**src/verilog/pulser_pkg.sv**
```systemverilog
// Widths, pipeline latency and register map for the feedforward pulser
// Setpoints are signed DWI bits and the slew limit is one bit narrower
// The Wishbone data bus is fixed at 32 bits
`default_nettype none

package pulser_pkg;

   // Datapath widths
   localparam int LENGTH_WI = 20;         // Pulse length and its counters
   localparam int DWI       = 18;         // Signed setpoints and outputs
   localparam int SLEW_WI   = DWI - 1;    // Unsigned slew limit

   // Bus widths
   localparam int ADR_WI = 3;             // Word address
   localparam int WB_DWI = 32;

   // Timing
   localparam int PIPE_LAT    = 3;        // Pulse start to first ramp step
   localparam int FALL_MARGIN = 5;        // Subtracted from the fall point

   // Register map, word addresses
   localparam logic [ADR_WI-1:0] REG_LENGTH = 3'd0;
   localparam logic [ADR_WI-1:0] REG_SLEW   = 3'd1;
   localparam logic [ADR_WI-1:0] REG_SETP_X = 3'd2;
   localparam logic [ADR_WI-1:0] REG_SETP_Y = 3'd3;
   localparam logic [ADR_WI-1:0] REG_STATUS = 3'd4;  // Read only, bit 0 is busy

endpackage

`default_nettype wire

```
**src/verilog/pulse_regs.sv**
```systemverilog
// Wishbone classic slave for the pulse settings
// Acknowledges every access one cycle after cyc and stb are seen
// Settings are expected to change only while no pulse is running
// Unmapped reads return zero, writes to status or unmapped words are dropped
`timescale 1ns/10ps
`default_nettype none

module pulse_regs (
   input  wire                                    clk,
   input  wire                                    reset,
   // Wishbone classic slave
   input  wire                                    wb_cyc,
   input  wire                                    wb_stb,
   input  wire                                    wb_we,
   input  wire         [pulser_pkg::ADR_WI-1:0]   wb_adr,
   input  wire         [pulser_pkg::WB_DWI-1:0]   wb_dat_w,
   output logic        [pulser_pkg::WB_DWI-1:0]   wb_dat_r,
   output logic                                   wb_ack,
   // Status from the sequencer
   input  wire                                    busy,
   // Settings
   output logic        [pulser_pkg::LENGTH_WI-1:0] length,
   output logic        [pulser_pkg::SLEW_WI-1:0]   slew_limit,
   output logic signed [pulser_pkg::DWI-1:0]       setp_x,
   output logic signed [pulser_pkg::DWI-1:0]       setp_y
);
   import pulser_pkg::*;

   logic                access;  // New request this cycle
   logic                wr_en;
   logic [WB_DWI-1:0]   rd_mux;

   // A request still held after its ack is not a new one
   assign access = wb_cyc & wb_stb & ~wb_ack;
   assign wr_en  = access & wb_we;

   always_ff @(posedge clk) begin
      if (reset) begin
         wb_ack <= 1'b0;
      end else begin
         wb_ack <= access;
      end
   end

   // Settings registers, truncated to their widths
   always_ff @(posedge clk) begin
      if (reset) begin
         length     <= '0;
         slew_limit <= '0;
         setp_x     <= '0;
         setp_y     <= '0;
      end else if (wr_en) begin
         case (wb_adr)
            REG_LENGTH: length     <= wb_dat_w[LENGTH_WI-1:0];
            REG_SLEW:   slew_limit <= wb_dat_w[SLEW_WI-1:0];
            REG_SETP_X: setp_x     <= $signed(wb_dat_w[DWI-1:0]);
            REG_SETP_Y: setp_y     <= $signed(wb_dat_w[DWI-1:0]);
            default: ;  // Status and unmapped words are read only
         endcase
      end
   end

   // Readback, setpoints sign-extended to the bus width
   always_comb begin
      case (wb_adr)
         REG_LENGTH: rd_mux = {{(WB_DWI-LENGTH_WI){1'b0}}, length};
         REG_SLEW:   rd_mux = {{(WB_DWI-SLEW_WI){1'b0}}, slew_limit};
         REG_SETP_X: rd_mux = {{(WB_DWI-DWI){setp_x[DWI-1]}}, setp_x};
         REG_SETP_Y: rd_mux = {{(WB_DWI-DWI){setp_y[DWI-1]}}, setp_y};
         REG_STATUS: rd_mux = {{(WB_DWI-1){1'b0}}, busy};
         default:    rd_mux = '0;
      endcase
   end

   // Captured with the ack so it is steady while ack is high
   always_ff @(posedge clk) begin
      if (access) begin
         wb_dat_r <= rd_mux;
      end
   end

endmodule

`default_nettype wire

```
**src/verilog/pulse_sequencer.sv**
```systemverilog
// Pulse sequencer, the control side of the feedforward pulser
// A trigger while idle starts a pulse; busy then lasts length + 4 cycles
// Triggers during a pulse are ignored
// Length must leave room for a flat top, or the fall point wraps
`timescale 1ns/10ps
`default_nettype none

module pulse_sequencer (
   input  wire                                clk,
   input  wire                                reset,
   input  wire                                trigger,
   input  wire [pulser_pkg::LENGTH_WI-1:0]    length,
   input  wire                                railed_x,  // Already pipeline aligned
   input  wire                                railed_y,
   output logic                               pulse_on,
   output logic                               ramp_en,
   output logic                               fall,
   output logic                               busy
);
   import pulser_pkg::*;

   logic [PIPE_LAT-1:0]   on_pipe;      // Latency match for the active flag
   logic [LENGTH_WI-1:0]  len_cnt;      // Ramp cycles elapsed
   logic [LENGTH_WI-1:0]  rise_cnt;     // Cycles until both channels railed
   logic [LENGTH_WI-1:0]  fall_t;       // Length count where the fall begins
   logic                  fall_t_valid;
   logic                  start;
   logic                  both_railed;
   logic                  counting;

   assign start       = trigger & ~pulse_on;
   assign both_railed = railed_x & railed_y;
   assign counting    = pulse_on & ramp_en;

   assign ramp_en = on_pipe[PIPE_LAT-1];
   assign busy    = pulse_on;

   always_ff @(posedge clk) begin
      if (reset) begin
         on_pipe <= '0;
      end else if (start) begin
         on_pipe <= '0;  // Flush the tail of a previous pulse
      end else begin
         on_pipe <= {on_pipe[PIPE_LAT-2:0], pulse_on};
      end
   end

   // Active flag and the fall phase
   always_ff @(posedge clk) begin
      if (reset) begin
         pulse_on <= 1'b0;
         fall     <= 1'b0;
      end else if (start) begin
         pulse_on <= 1'b1;
         fall     <= 1'b0;
      end else if (counting) begin
         if (len_cnt == length) begin  // Length strictly enforced
            pulse_on <= 1'b0;
            fall     <= 1'b0;
         end else if (fall_t_valid && (len_cnt == fall_t)) begin
            fall <= 1'b1;
         end
      end
   end

   // Counters and the fall point
   always_ff @(posedge clk) begin
      if (reset) begin
         len_cnt      <= '0;
         rise_cnt     <= '0;
         fall_t       <= '0;
         fall_t_valid <= 1'b0;
      end else if (start) begin
         len_cnt      <= '0;
         rise_cnt     <= '0;
         fall_t       <= '0;
         fall_t_valid <= 1'b0;
      end else if (counting) begin
         len_cnt <= len_cnt + 1'b1;
         if (!fall_t_valid) begin
            if (both_railed) begin
               // Mirror the rise time at the end of the pulse
               fall_t       <= length - rise_cnt - LENGTH_WI'(FALL_MARGIN);
               fall_t_valid <= 1'b1;
            end else begin
               rise_cnt <= rise_cnt + 1'b1;
            end
         end
      end
   end

endmodule

`default_nettype wire

```
**src/verilog/slew_channel.sv**
```systemverilog
// One setpoint channel of the pulser, magnitude ramp plus sign restore
// Steps by slew_limit per cycle while ramp_en is high, clamped at the
// setpoint magnitude on the rise and at zero on the fall
// The most negative setpoint saturates to the largest magnitude
// A slew limit of zero never leaves zero
`timescale 1ns/10ps
`default_nettype none

module slew_channel (
   input  wire                                clk,
   input  wire                                reset,
   input  wire                                pulse_on,
   input  wire                                ramp_en,
   input  wire                                fall,
   input  wire        [pulser_pkg::SLEW_WI-1:0] slew_limit,
   input  wire signed [pulser_pkg::DWI-1:0]   setp,
   output logic                               railed_r,
   output logic signed [pulser_pkg::DWI-1:0]  out
);
   import pulser_pkg::*;

   logic [DWI-1:0]  setp_abs;   // Wide enough for the most negative value
   logic [DWI-2:0]  setp_mag;
   logic            setp_neg;
   logic [DWI-2:0]  mag;        // Magnitude accumulator
   logic [DWI-1:0]  rise_sum;   // One bit of headroom over mag
   logic            at_setp;
   logic            railed;

   assign setp_abs = setp[DWI-1] ? $unsigned(-setp) : $unsigned(setp);

   // Setpoint magnitude and sign, first stage
   always_ff @(posedge clk) begin
      setp_mag <= setp_abs[DWI-1] ? '1 : setp_abs[DWI-2:0];
      setp_neg <= setp[DWI-1];
   end

   assign rise_sum = {1'b0, mag} + {1'b0, slew_limit};
   assign at_setp  = rise_sum >= {1'b0, setp_mag};

   always_ff @(posedge clk) begin
      if (reset || !pulse_on) begin
         mag    <= '0;
         railed <= 1'b0;
      end else if (ramp_en) begin
         if (!fall) begin
            if (at_setp) begin
               mag    <= setp_mag;  // Clamp at the top
               railed <= 1'b1;
            end else begin
               mag    <= rise_sum[DWI-2:0];
            end
         end else begin
            railed <= 1'b0;
            // Clamp at zero, then stays there
            if (mag <= slew_limit) mag <= '0;
            else                   mag <= mag - slew_limit;
         end
      end
   end

   // Extra stage so railed lines up with the sequencer counters
   always_ff @(posedge clk) begin
      if (reset || !pulse_on) begin
         railed_r <= 1'b0;
      end else begin
         railed_r <= railed;
      end
   end

   // Sign restore, output register
   always_ff @(posedge clk) begin
      if (reset) begin
         out <= '0;
      end else if (setp_neg) begin
         out <= -$signed({1'b0, mag});
      end else begin
         out <= $signed({1'b0, mag});
      end
   end

endmodule

`default_nettype wire

```
**src/verilog/ff_pulser_top.sv**
```systemverilog
// Feedforward pulser, drives a coherent pair of setpoints through a
// trapezoid on each trigger
// Settings come from a Wishbone classic slave and are assumed static
// during a pulse; first nonzero output is 5 cycles after busy rises
`timescale 1ns/10ps
`default_nettype none

module ff_pulser_top (
   input  wire                                clk,
   input  wire                                reset,
   // Wishbone classic slave
   input  wire                                wb_cyc,
   input  wire                                wb_stb,
   input  wire                                wb_we,
   input  wire        [pulser_pkg::ADR_WI-1:0] wb_adr,
   input  wire        [pulser_pkg::WB_DWI-1:0] wb_dat_w,
   output logic       [pulser_pkg::WB_DWI-1:0] wb_dat_r,
   output logic                               wb_ack,
   // Pulse control and outputs
   input  wire                                trigger,
   output logic                               busy,
   output logic signed [pulser_pkg::DWI-1:0]  out_x,
   output logic signed [pulser_pkg::DWI-1:0]  out_y
);
   import pulser_pkg::*;

   logic [LENGTH_WI-1:0]     length;
   logic [SLEW_WI-1:0]       slew_limit;
   logic signed [DWI-1:0]    setp_x;
   logic signed [DWI-1:0]    setp_y;
   logic                     pulse_on;
   logic                     ramp_en;
   logic                     fall;
   logic                     railed_x;
   logic                     railed_y;

   pulse_regs pulse_regs_i (
      .clk        (clk),
      .reset      (reset),
      .wb_cyc     (wb_cyc),
      .wb_stb     (wb_stb),
      .wb_we      (wb_we),
      .wb_adr     (wb_adr),
      .wb_dat_w   (wb_dat_w),
      .wb_dat_r   (wb_dat_r),
      .wb_ack     (wb_ack),
      .busy       (busy),
      .length     (length),
      .slew_limit (slew_limit),
      .setp_x     (setp_x),
      .setp_y     (setp_y)
   );

   pulse_sequencer pulse_sequencer_i (
      .clk      (clk),
      .reset    (reset),
      .trigger  (trigger),
      .length   (length),
      .railed_x (railed_x),
      .railed_y (railed_y),
      .pulse_on (pulse_on),
      .ramp_en  (ramp_en),
      .fall     (fall),
      .busy     (busy)
   );

   slew_channel chan_x_i (
      .clk        (clk),
      .reset      (reset),
      .pulse_on   (pulse_on),
      .ramp_en    (ramp_en),
      .fall       (fall),
      .slew_limit (slew_limit),
      .setp       (setp_x),
      .railed_r   (railed_x),
      .out        (out_x)
   );

   slew_channel chan_y_i (
      .clk        (clk),
      .reset      (reset),
      .pulse_on   (pulse_on),
      .ramp_en    (ramp_en),
      .fall       (fall),
      .slew_limit (slew_limit),
      .setp       (setp_y),
      .railed_r   (railed_y),
      .out        (out_y)
   );

endmodule

`default_nettype wire

```
**config.mk**
```make
export PLATFORM = sky130hd
export DESIGN_NAME = ff_pulser_top
export DESIGN_NICKNAME = d
export VERILOG_FILES = /design/src/verilog/pulser_pkg.sv /design/src/verilog/pulse_regs.sv /design/src/verilog/pulse_sequencer.sv /design/src/verilog/slew_channel.sv /design/src/verilog/ff_pulser_top.sv
export SDC_FILE = /design/constraint.sdc
export NUM_CORES = 1
export LEC_CHECK = 0
export BUFFER_PORTS_ARGS = -buffer_cell sky130_fd_sc_hd__buf_2
export CAP_MARGIN = 20
export CORE_AREA = 2 2 255 257
export DETAILED_ROUTE_END_ITERATION = 10
export DIE_AREA = 0 0 257 259
export PLACE_DENSITY = 0.45
export SLEW_MARGIN = 20
export SYNTH_ARGS = -nofsm -noshare
export SYNTH_HDL_FRONTEND = slang
export SYNTH_HIERARCHICAL = 1
export SYNTH_SLANG_ARGS = --single-unit
```
**constraint.sdc**
```tcl
create_clock -name clk -period 4.3 [get_ports clk]
set_input_delay 0.215 -clock clk [delete_from_list [all_inputs] [get_ports clk]]
set_output_delay 0.215 -clock clk [all_outputs]
set_load 0.01 [all_outputs]
```
Word-level counts from Yosys, hierarchy flattened:

Cells that the tools add are included.

* add/subtract/negate cells: 12
* order comparisons: 4
* eq/ne operators: 6
* mux-type cells: 22
* bitwise logic cells: 12
* reductions and logical operators: 22

Operators with widths (number)
* 32-bit one-hot mux with 5 select lines: 1
* 17-bit two-way mux: 8
* 20-bit by 1-bit adder with 20-bit output (second input constant): 2
* 20-bit == test: 2
* 17-bit by 17-bit adder with 18-bit output: 2
* 18-bit by 17-bit greater-or-equal comparator with 1-bit output: 2
* 18-bit two-way mux: 2
* 17-bit negation with 18-bit output: 2
* 18-bit negation: 2
* 17-bit <= comparator: 2
* 17-bit subtractor: 2
* 20-bit subtractor: 1
* 20-bit by 3-bit subtractor with 20-bit output (second input constant): 1
* 2-bit AND reduction: 8
* 1-bit two-way mux: 11
* 2-bit nonzero test: 5
* 1-bit bitwise AND: 6
* 3-bit by 2-bit == test with 1-bit output (second input constant): 2
* 1-bit NOT: 6
* 3-bit AND reduction: 2
* 2-bit OR reduction: 3
* 3-bit by 1-bit == test with 1-bit output (second input constant): 1
* 3-bit == test (second input constant): 1
* 3-bit zero test: 1
* other kinds (3): 3

* register bits after elaboration: 282
* input bits: 41
* output and inout port bits: 70
* word-level logic and storage cells: 105

Depth between registers and ports, before layout:

* depth in word-level cells: 4
* depth in mapped cells: 20
* gate-level depth less buffers: 18

Hierarchy:

The synthesis kept the hierarchy.

By module, submodules not included
* slew_channel (chan_x_i): instances 1, cells an instance 601, area each 4804.6 um^2, seq. area each 1101.1 um^2
* slew_channel (chan_y_i): instances 1, cells an instance 604, area each 4790.8 um^2, seq. area each 1101.1 um^2
* pulse_sequencer: instances 1, cells an instance 552, area each 4428.0 um^2, seq. area each 1321.3 um^2
* pulse_regs: instances 1, cells an instance 355, area each 4355.4 um^2, seq. area each 2112.0 um^2

Worst setup path after synthesis:

Ideal clock, no wire load.

* path type: register to register
* start: reg pulse_regs_i/slew_limit[5] in the netlist's numbering
* end: reg chan_y_i.mag[13]
* setup time: 0.125 ns
* data arrival time: 4.102 ns
* required time: 4.175 ns
* setup slack: 0.073 ns
* stages on the path, launching flop included: 20
* buffers on the path: 3
* period minus slack after synthesis: 4.227 ns
* cell sequence: dfxtp_1 inv_1 ha_1 buf_2 inv_1 o31a_1 a31oi_1 nor4_1 a311o_1 ha_1 a21o_1 a211o_1 or4_4 a211oi_2 nor2_1 nor4_2 buf_6 buf_12 mux2i_1 o22ai_1

* cells in the longest elaborated chain, start to end: 4
* elaborated cells between the ends (all ways): 7
* classes of those cells: 2 x add/sub; 2 x order compare; 3 x mux

Ends and longest elaborated chain
* start, declared: RTL line pulse_regs.sv:23 `output logic [pulser_pkg::SLEW_WI-1:0] slew_limit,`
* start signal, assigned: RTL line pulse_regs.sv:55 `REG_SLEW: slew_limit <= wb_dat_w[SLEW_WI-1:0];`
* 17-bit by 17-bit adder with 18-bit output: RTL line slew_channel.sv:38 `assign rise_sum = {1'b0, mag} + {1'b0, slew_limit};`
* 18-bit by 17-bit greater-or-equal comparator with 1-bit output: RTL line slew_channel.sv:39 `assign at_setp = rise_sum >= {1'b0, setp_mag};`
* 17-bit two-way mux: RTL line slew_channel.sv:47 `if (at_setp) begin`
* 17-bit two-way mux *: RTL line slew_channel.sv:46 `if (!fall) begin`
* end signal, assigned: RTL line slew_channel.sv:48 `mag <= setp_mag;`
* end signal, assigned: RTL line slew_channel.sv:51 `mag <= rise_sum[DWI-2:0];`
* end signal, assigned: RTL line slew_channel.sv:57 `else mag <= mag - slew_limit;`
* end, declared: RTL line slew_channel.sv:25 `logic [DWI-2:0] mag;`

Every way passes the cells marked *; elsewhere a longest branch is shown, timed or not.
A chain may end at the register's enable or synchronous reset.

Worst setup path after layout:

* start: reg pulse_regs_i/slew_limit[0] in the netlist's numbering
* end: reg chan_y_i.mag[6]

Same word-level chain as after synthesis.

==> results.ini <==
[power_and_ir_drop]
p_per_area_nw_per_um2=277
p_comb_frac=0.098
seq_power_share=0.414
switchingPower_w=0.00162
clock_power_share=0.488
p_int_w=0.00461
peakVddDrop_mv=0.332
p_leak_nw=9.99
total_power_w=0.00623
sw_frac_of_total=0.260

[outcome]
violations=negative setup slack
status=complete, but fails checks

[synth]
syn_avg_cell_area_um2=8.70
ys_seq_area_frac=0.307
ys.flop_type=dfxtp_1
netlist_area_um2=18400
syn_inst=2112
async_flop_share=0
synth_edf_count=21
synth_cell_types=106
ys_ff_latch=271
synth_fp_nets=2303
yosys_warnings=6

[timing]
min_period_ns=4.31
tightest_slew_ns=0.880
setup-violations-final=4
max_freq_ghz=0.232
period_share=1.00
hold_violations=0
skew_ns=0.0510
worst_slack_ns=-0.0119
fin_tns_setup_ns=-0.0314
rsz0062_at_grt=yes
slew_violations=0
slew_headroom=0.413

[global_routing]
grt_overflow=0
grt_first_pass_wirelength_mm=94.9
grt_max_degree=61
busiest_layer=met2
antenna_found_initial=1
use_met1=0.247
met2_usage=0.308
gr-usage-met3=0.0214
grt_usage=0.184
grt_pass1_vias=15800

[floorplanning]
die_h_um=259
row_count=93
io_pins=111
die-area_um2=66600
chipWidth_um=257
core-area_um2=63900
initial_core_util=0.288

[final_layout]
area_growth_pct=22.4
drive_gt1_frac=0.212
nNetsFinal=2515
diodes=0

[clock_network]
clockBufferDepth=3
clock_sinks=271
numCtsBuffers=36
cts_max_level=2
clock_latency_ns=0.59
root_buffer=clkbuf_16
cts_tree=built
cts.clk_slew.worst_paths_ns=0.06

[routing]
drt_wl_total_mm=62.0
via_count=15600
ant_nets=0
vias_per_cell=4.88
wl_per_cell_um=19.3
remaining_drc_errors=0
dr.pass1.iters=4
dr.first_iter.drc_count=858

[worst_setup_path]
ff2ff_path_depth=20
required_ns=4.72
arrival_ns=4.73
endpoint_kind=register
critPathLaunchType=register
crit_type=reg -> reg
crit_fanout=8

[placed_design]
place.gp.congestion=0.908
dp_hpwl_mm=49.0
portBuffers=98

[flow_run]
drv_cap=0

[worst_hold_path]
hp-class=in -> reg
worstHoldPathCells=3

==> path summary, 6_finish.rpt <==
kind / end / slack, ns / from
worst max-delay path: chan_y_i/mag[6]$_SDFFE_PP0P_ / -0.01 / pulse_regs_i/slew_limit[0]$_SDFFE_PP0P_
worst min-delay path: pulse_regs_i/length[16]$_SDFFE_PP0P_ / 0.05 / wb_dat_w[16]
worst max register to register: chan_y_i/mag[6]$_SDFFE_PP0P_ / -0.01 / pulse_regs_i/slew_limit[0]$_SDFFE_PP0P_
worst min register to register: pulse_sequencer_i/on_pipe[1]$_SDFF_PP0_ / 0.43 / pulse_sequencer_i/on_pipe[0]$_SDFF_PP0_
==> through the flow <==
| stage | instance area [um2] | setup WS, ns | hold WS (ns) | cells | util |
|---|---|---|---|---|---|
| 4_1_cts | 22000 | 0.00311 | 0.00732 | 3190 | 0.344 |
| 5_1_grt | 22500 | -0.181 | 0.0454 | 3205 | 0.352 |
| 3_5_place_dp | 20500 | -0.329 | 0.427 | 3114 | 0.321 |
| 6_report | 22500 | -0.0119 | 0.0485 | 3205 | 0.352 |
| 2_1_floorplan | 18400 | 0.0728 | 0.282 | 2112 | - |
| 3_3_place_gp | 20500 | -0.288 | 0.415 | 3114 | 0.321 |
==> power groups by stage <==
stage	sequential (W)	combinational, W	clock (W)
4_1_cts	0.00258	0.000568	0.00314
5_1_grt	0.00258	0.000660	0.00324
2_1_floorplan	0.00263	0.000374	0
3_5_place_dp	0.00264	0.000542	0
6_report	0.00258	0.000613	0.00304
3_3_place_gp	0.00264	0.000542	0
==> registers in the layout (all words and copies together) (netlist names), 18 cells and up <==
signal / cells
chan_x_i/out: 18
chan_y_i/out: 18
pulse_regs_i/length: 20
pulse_regs_i/setp_x: 18
pulse_regs_i/setp_y: 18
pulse_regs_i/wb_dat_r: 21
pulse_sequencer_i/fall_t: 20
pulse_sequencer_i/len_cnt: 20
pulse_sequencer_i/rise_cnt: 20
==> logic make-up after synthesis <==
family          share of synthesized area
mux                                0.0698
flops                               0.307
compound gates                      0.157
fa+ha+maj                           0.104
xor+xnor                           0.0920
buf+inv                            0.0736
simple gates                        0.197
==> synthesized netlist by cell type, drive strengths merged (12+ instances only) <==
master	count	area share
a31oi	23	0.0082
o31ai	18	0.0074
nand2	142	0.030
or4	14	0.0059
and2	12	0.0042
dfxtp	250	0.27
nand3	43	0.012
edfxtp	21	0.034
o21ai	94	0.026
or3	24	0.0085
inv	168	0.034
o21a	14	0.0057
nand2b	118	0.041
nor2	157	0.032
buf	61	0.025
a211oi	19	0.0083
nor2b	39	0.013
nand4	30	0.010
clkbuf	53	0.013
xnor2	88	0.042
nor3	45	0.015
nor4	19	0.0068
o211ai	16	0.0065
mux4	16	0.020
mux2i	90	0.049
and3	15	0.0051
a21oi	107	0.030
ha	145	0.099
xor2	105	0.050
a21o	31	0.013
==> routing by layer <==
metal	vias up	wire (um)	part of all wire
met3	84	2570	0.041
met2	322	28800	0.46
met4	0	1900	0.031
met1	7492	28700	0.46
met5	-	0	0
li1	7745	-	-
==> final cells by class <==
class	count	area, um2
fill	6601	41400
multi-input combinational	1558	11900
sequential	271	5660
timing repair buffer	289	2010
tap	855	1070
clock buffer	50	1000
inverter	168	634
clock inverter	14	206
==> timing repair <==
item / in CTS / in global routing
endpoints found under the hold margin: 7 / 0
resized for setup: 44 / 82
hold buffers: 6 / 0
cloned: 0 / 1
pin swaps: 15 / 58
setup buffers: 6 / 14
setup endpoints to repair: 36 / 36
==> critical path, stage by stage, from the launching register on <==
cell and delay, ns:
dfxtp_4 0.37, ha_4 0.14, inv_2 0.04, fa_2 0.38, nor2_4 0.14, o311ai_2 0.09, buf_4 0.18, a211oi_4 0.26
nor3_2 0.07, o21ai_2 0.16, xnor2_2 0.16, ha_1 0.29, a211o_1 0.29, or4_4 0.48, a211oi_2 0.22, nor2_2 0.07
nor4_4 0.19, buf_4 0.18, buf_8 0.15, mux2i_2 0.24, a21oi_1 0.09
==> cells in the final DEF (no fill, tap or decap), drive strengths merged, types with 15 or more instances in the layout <==
master / Yosys / routed
ha: 145 / 145
xnor2: 88 / 88
nor2b: 39 / 39
nand3: 43 / 43
mux2i: 90 / 90
a21o: 31 / 31
inv: 168 / 169
xor2: 105 / 105
clkbuf: 53 / 50
o211ai: 16 / 16
mux4: 16 / 16
nor3: 45 / 45
nand2b: 118 / 118
a21oi: 107 / 107
buf: 61 / 283
nand2: 142 / 142
a31oi: 23 / 23
o31ai: 18 / 18
dfxtp: 250 / 250
a211oi: 19 / 19
nand4: 30 / 30
o21ai: 94 / 94
edfxtp: 21 / 21
nor2: 157 / 157
or3: 24 / 24
and3: 15 / 15
nor4: 19 / 19
Power figures use the tool's default switching activity.
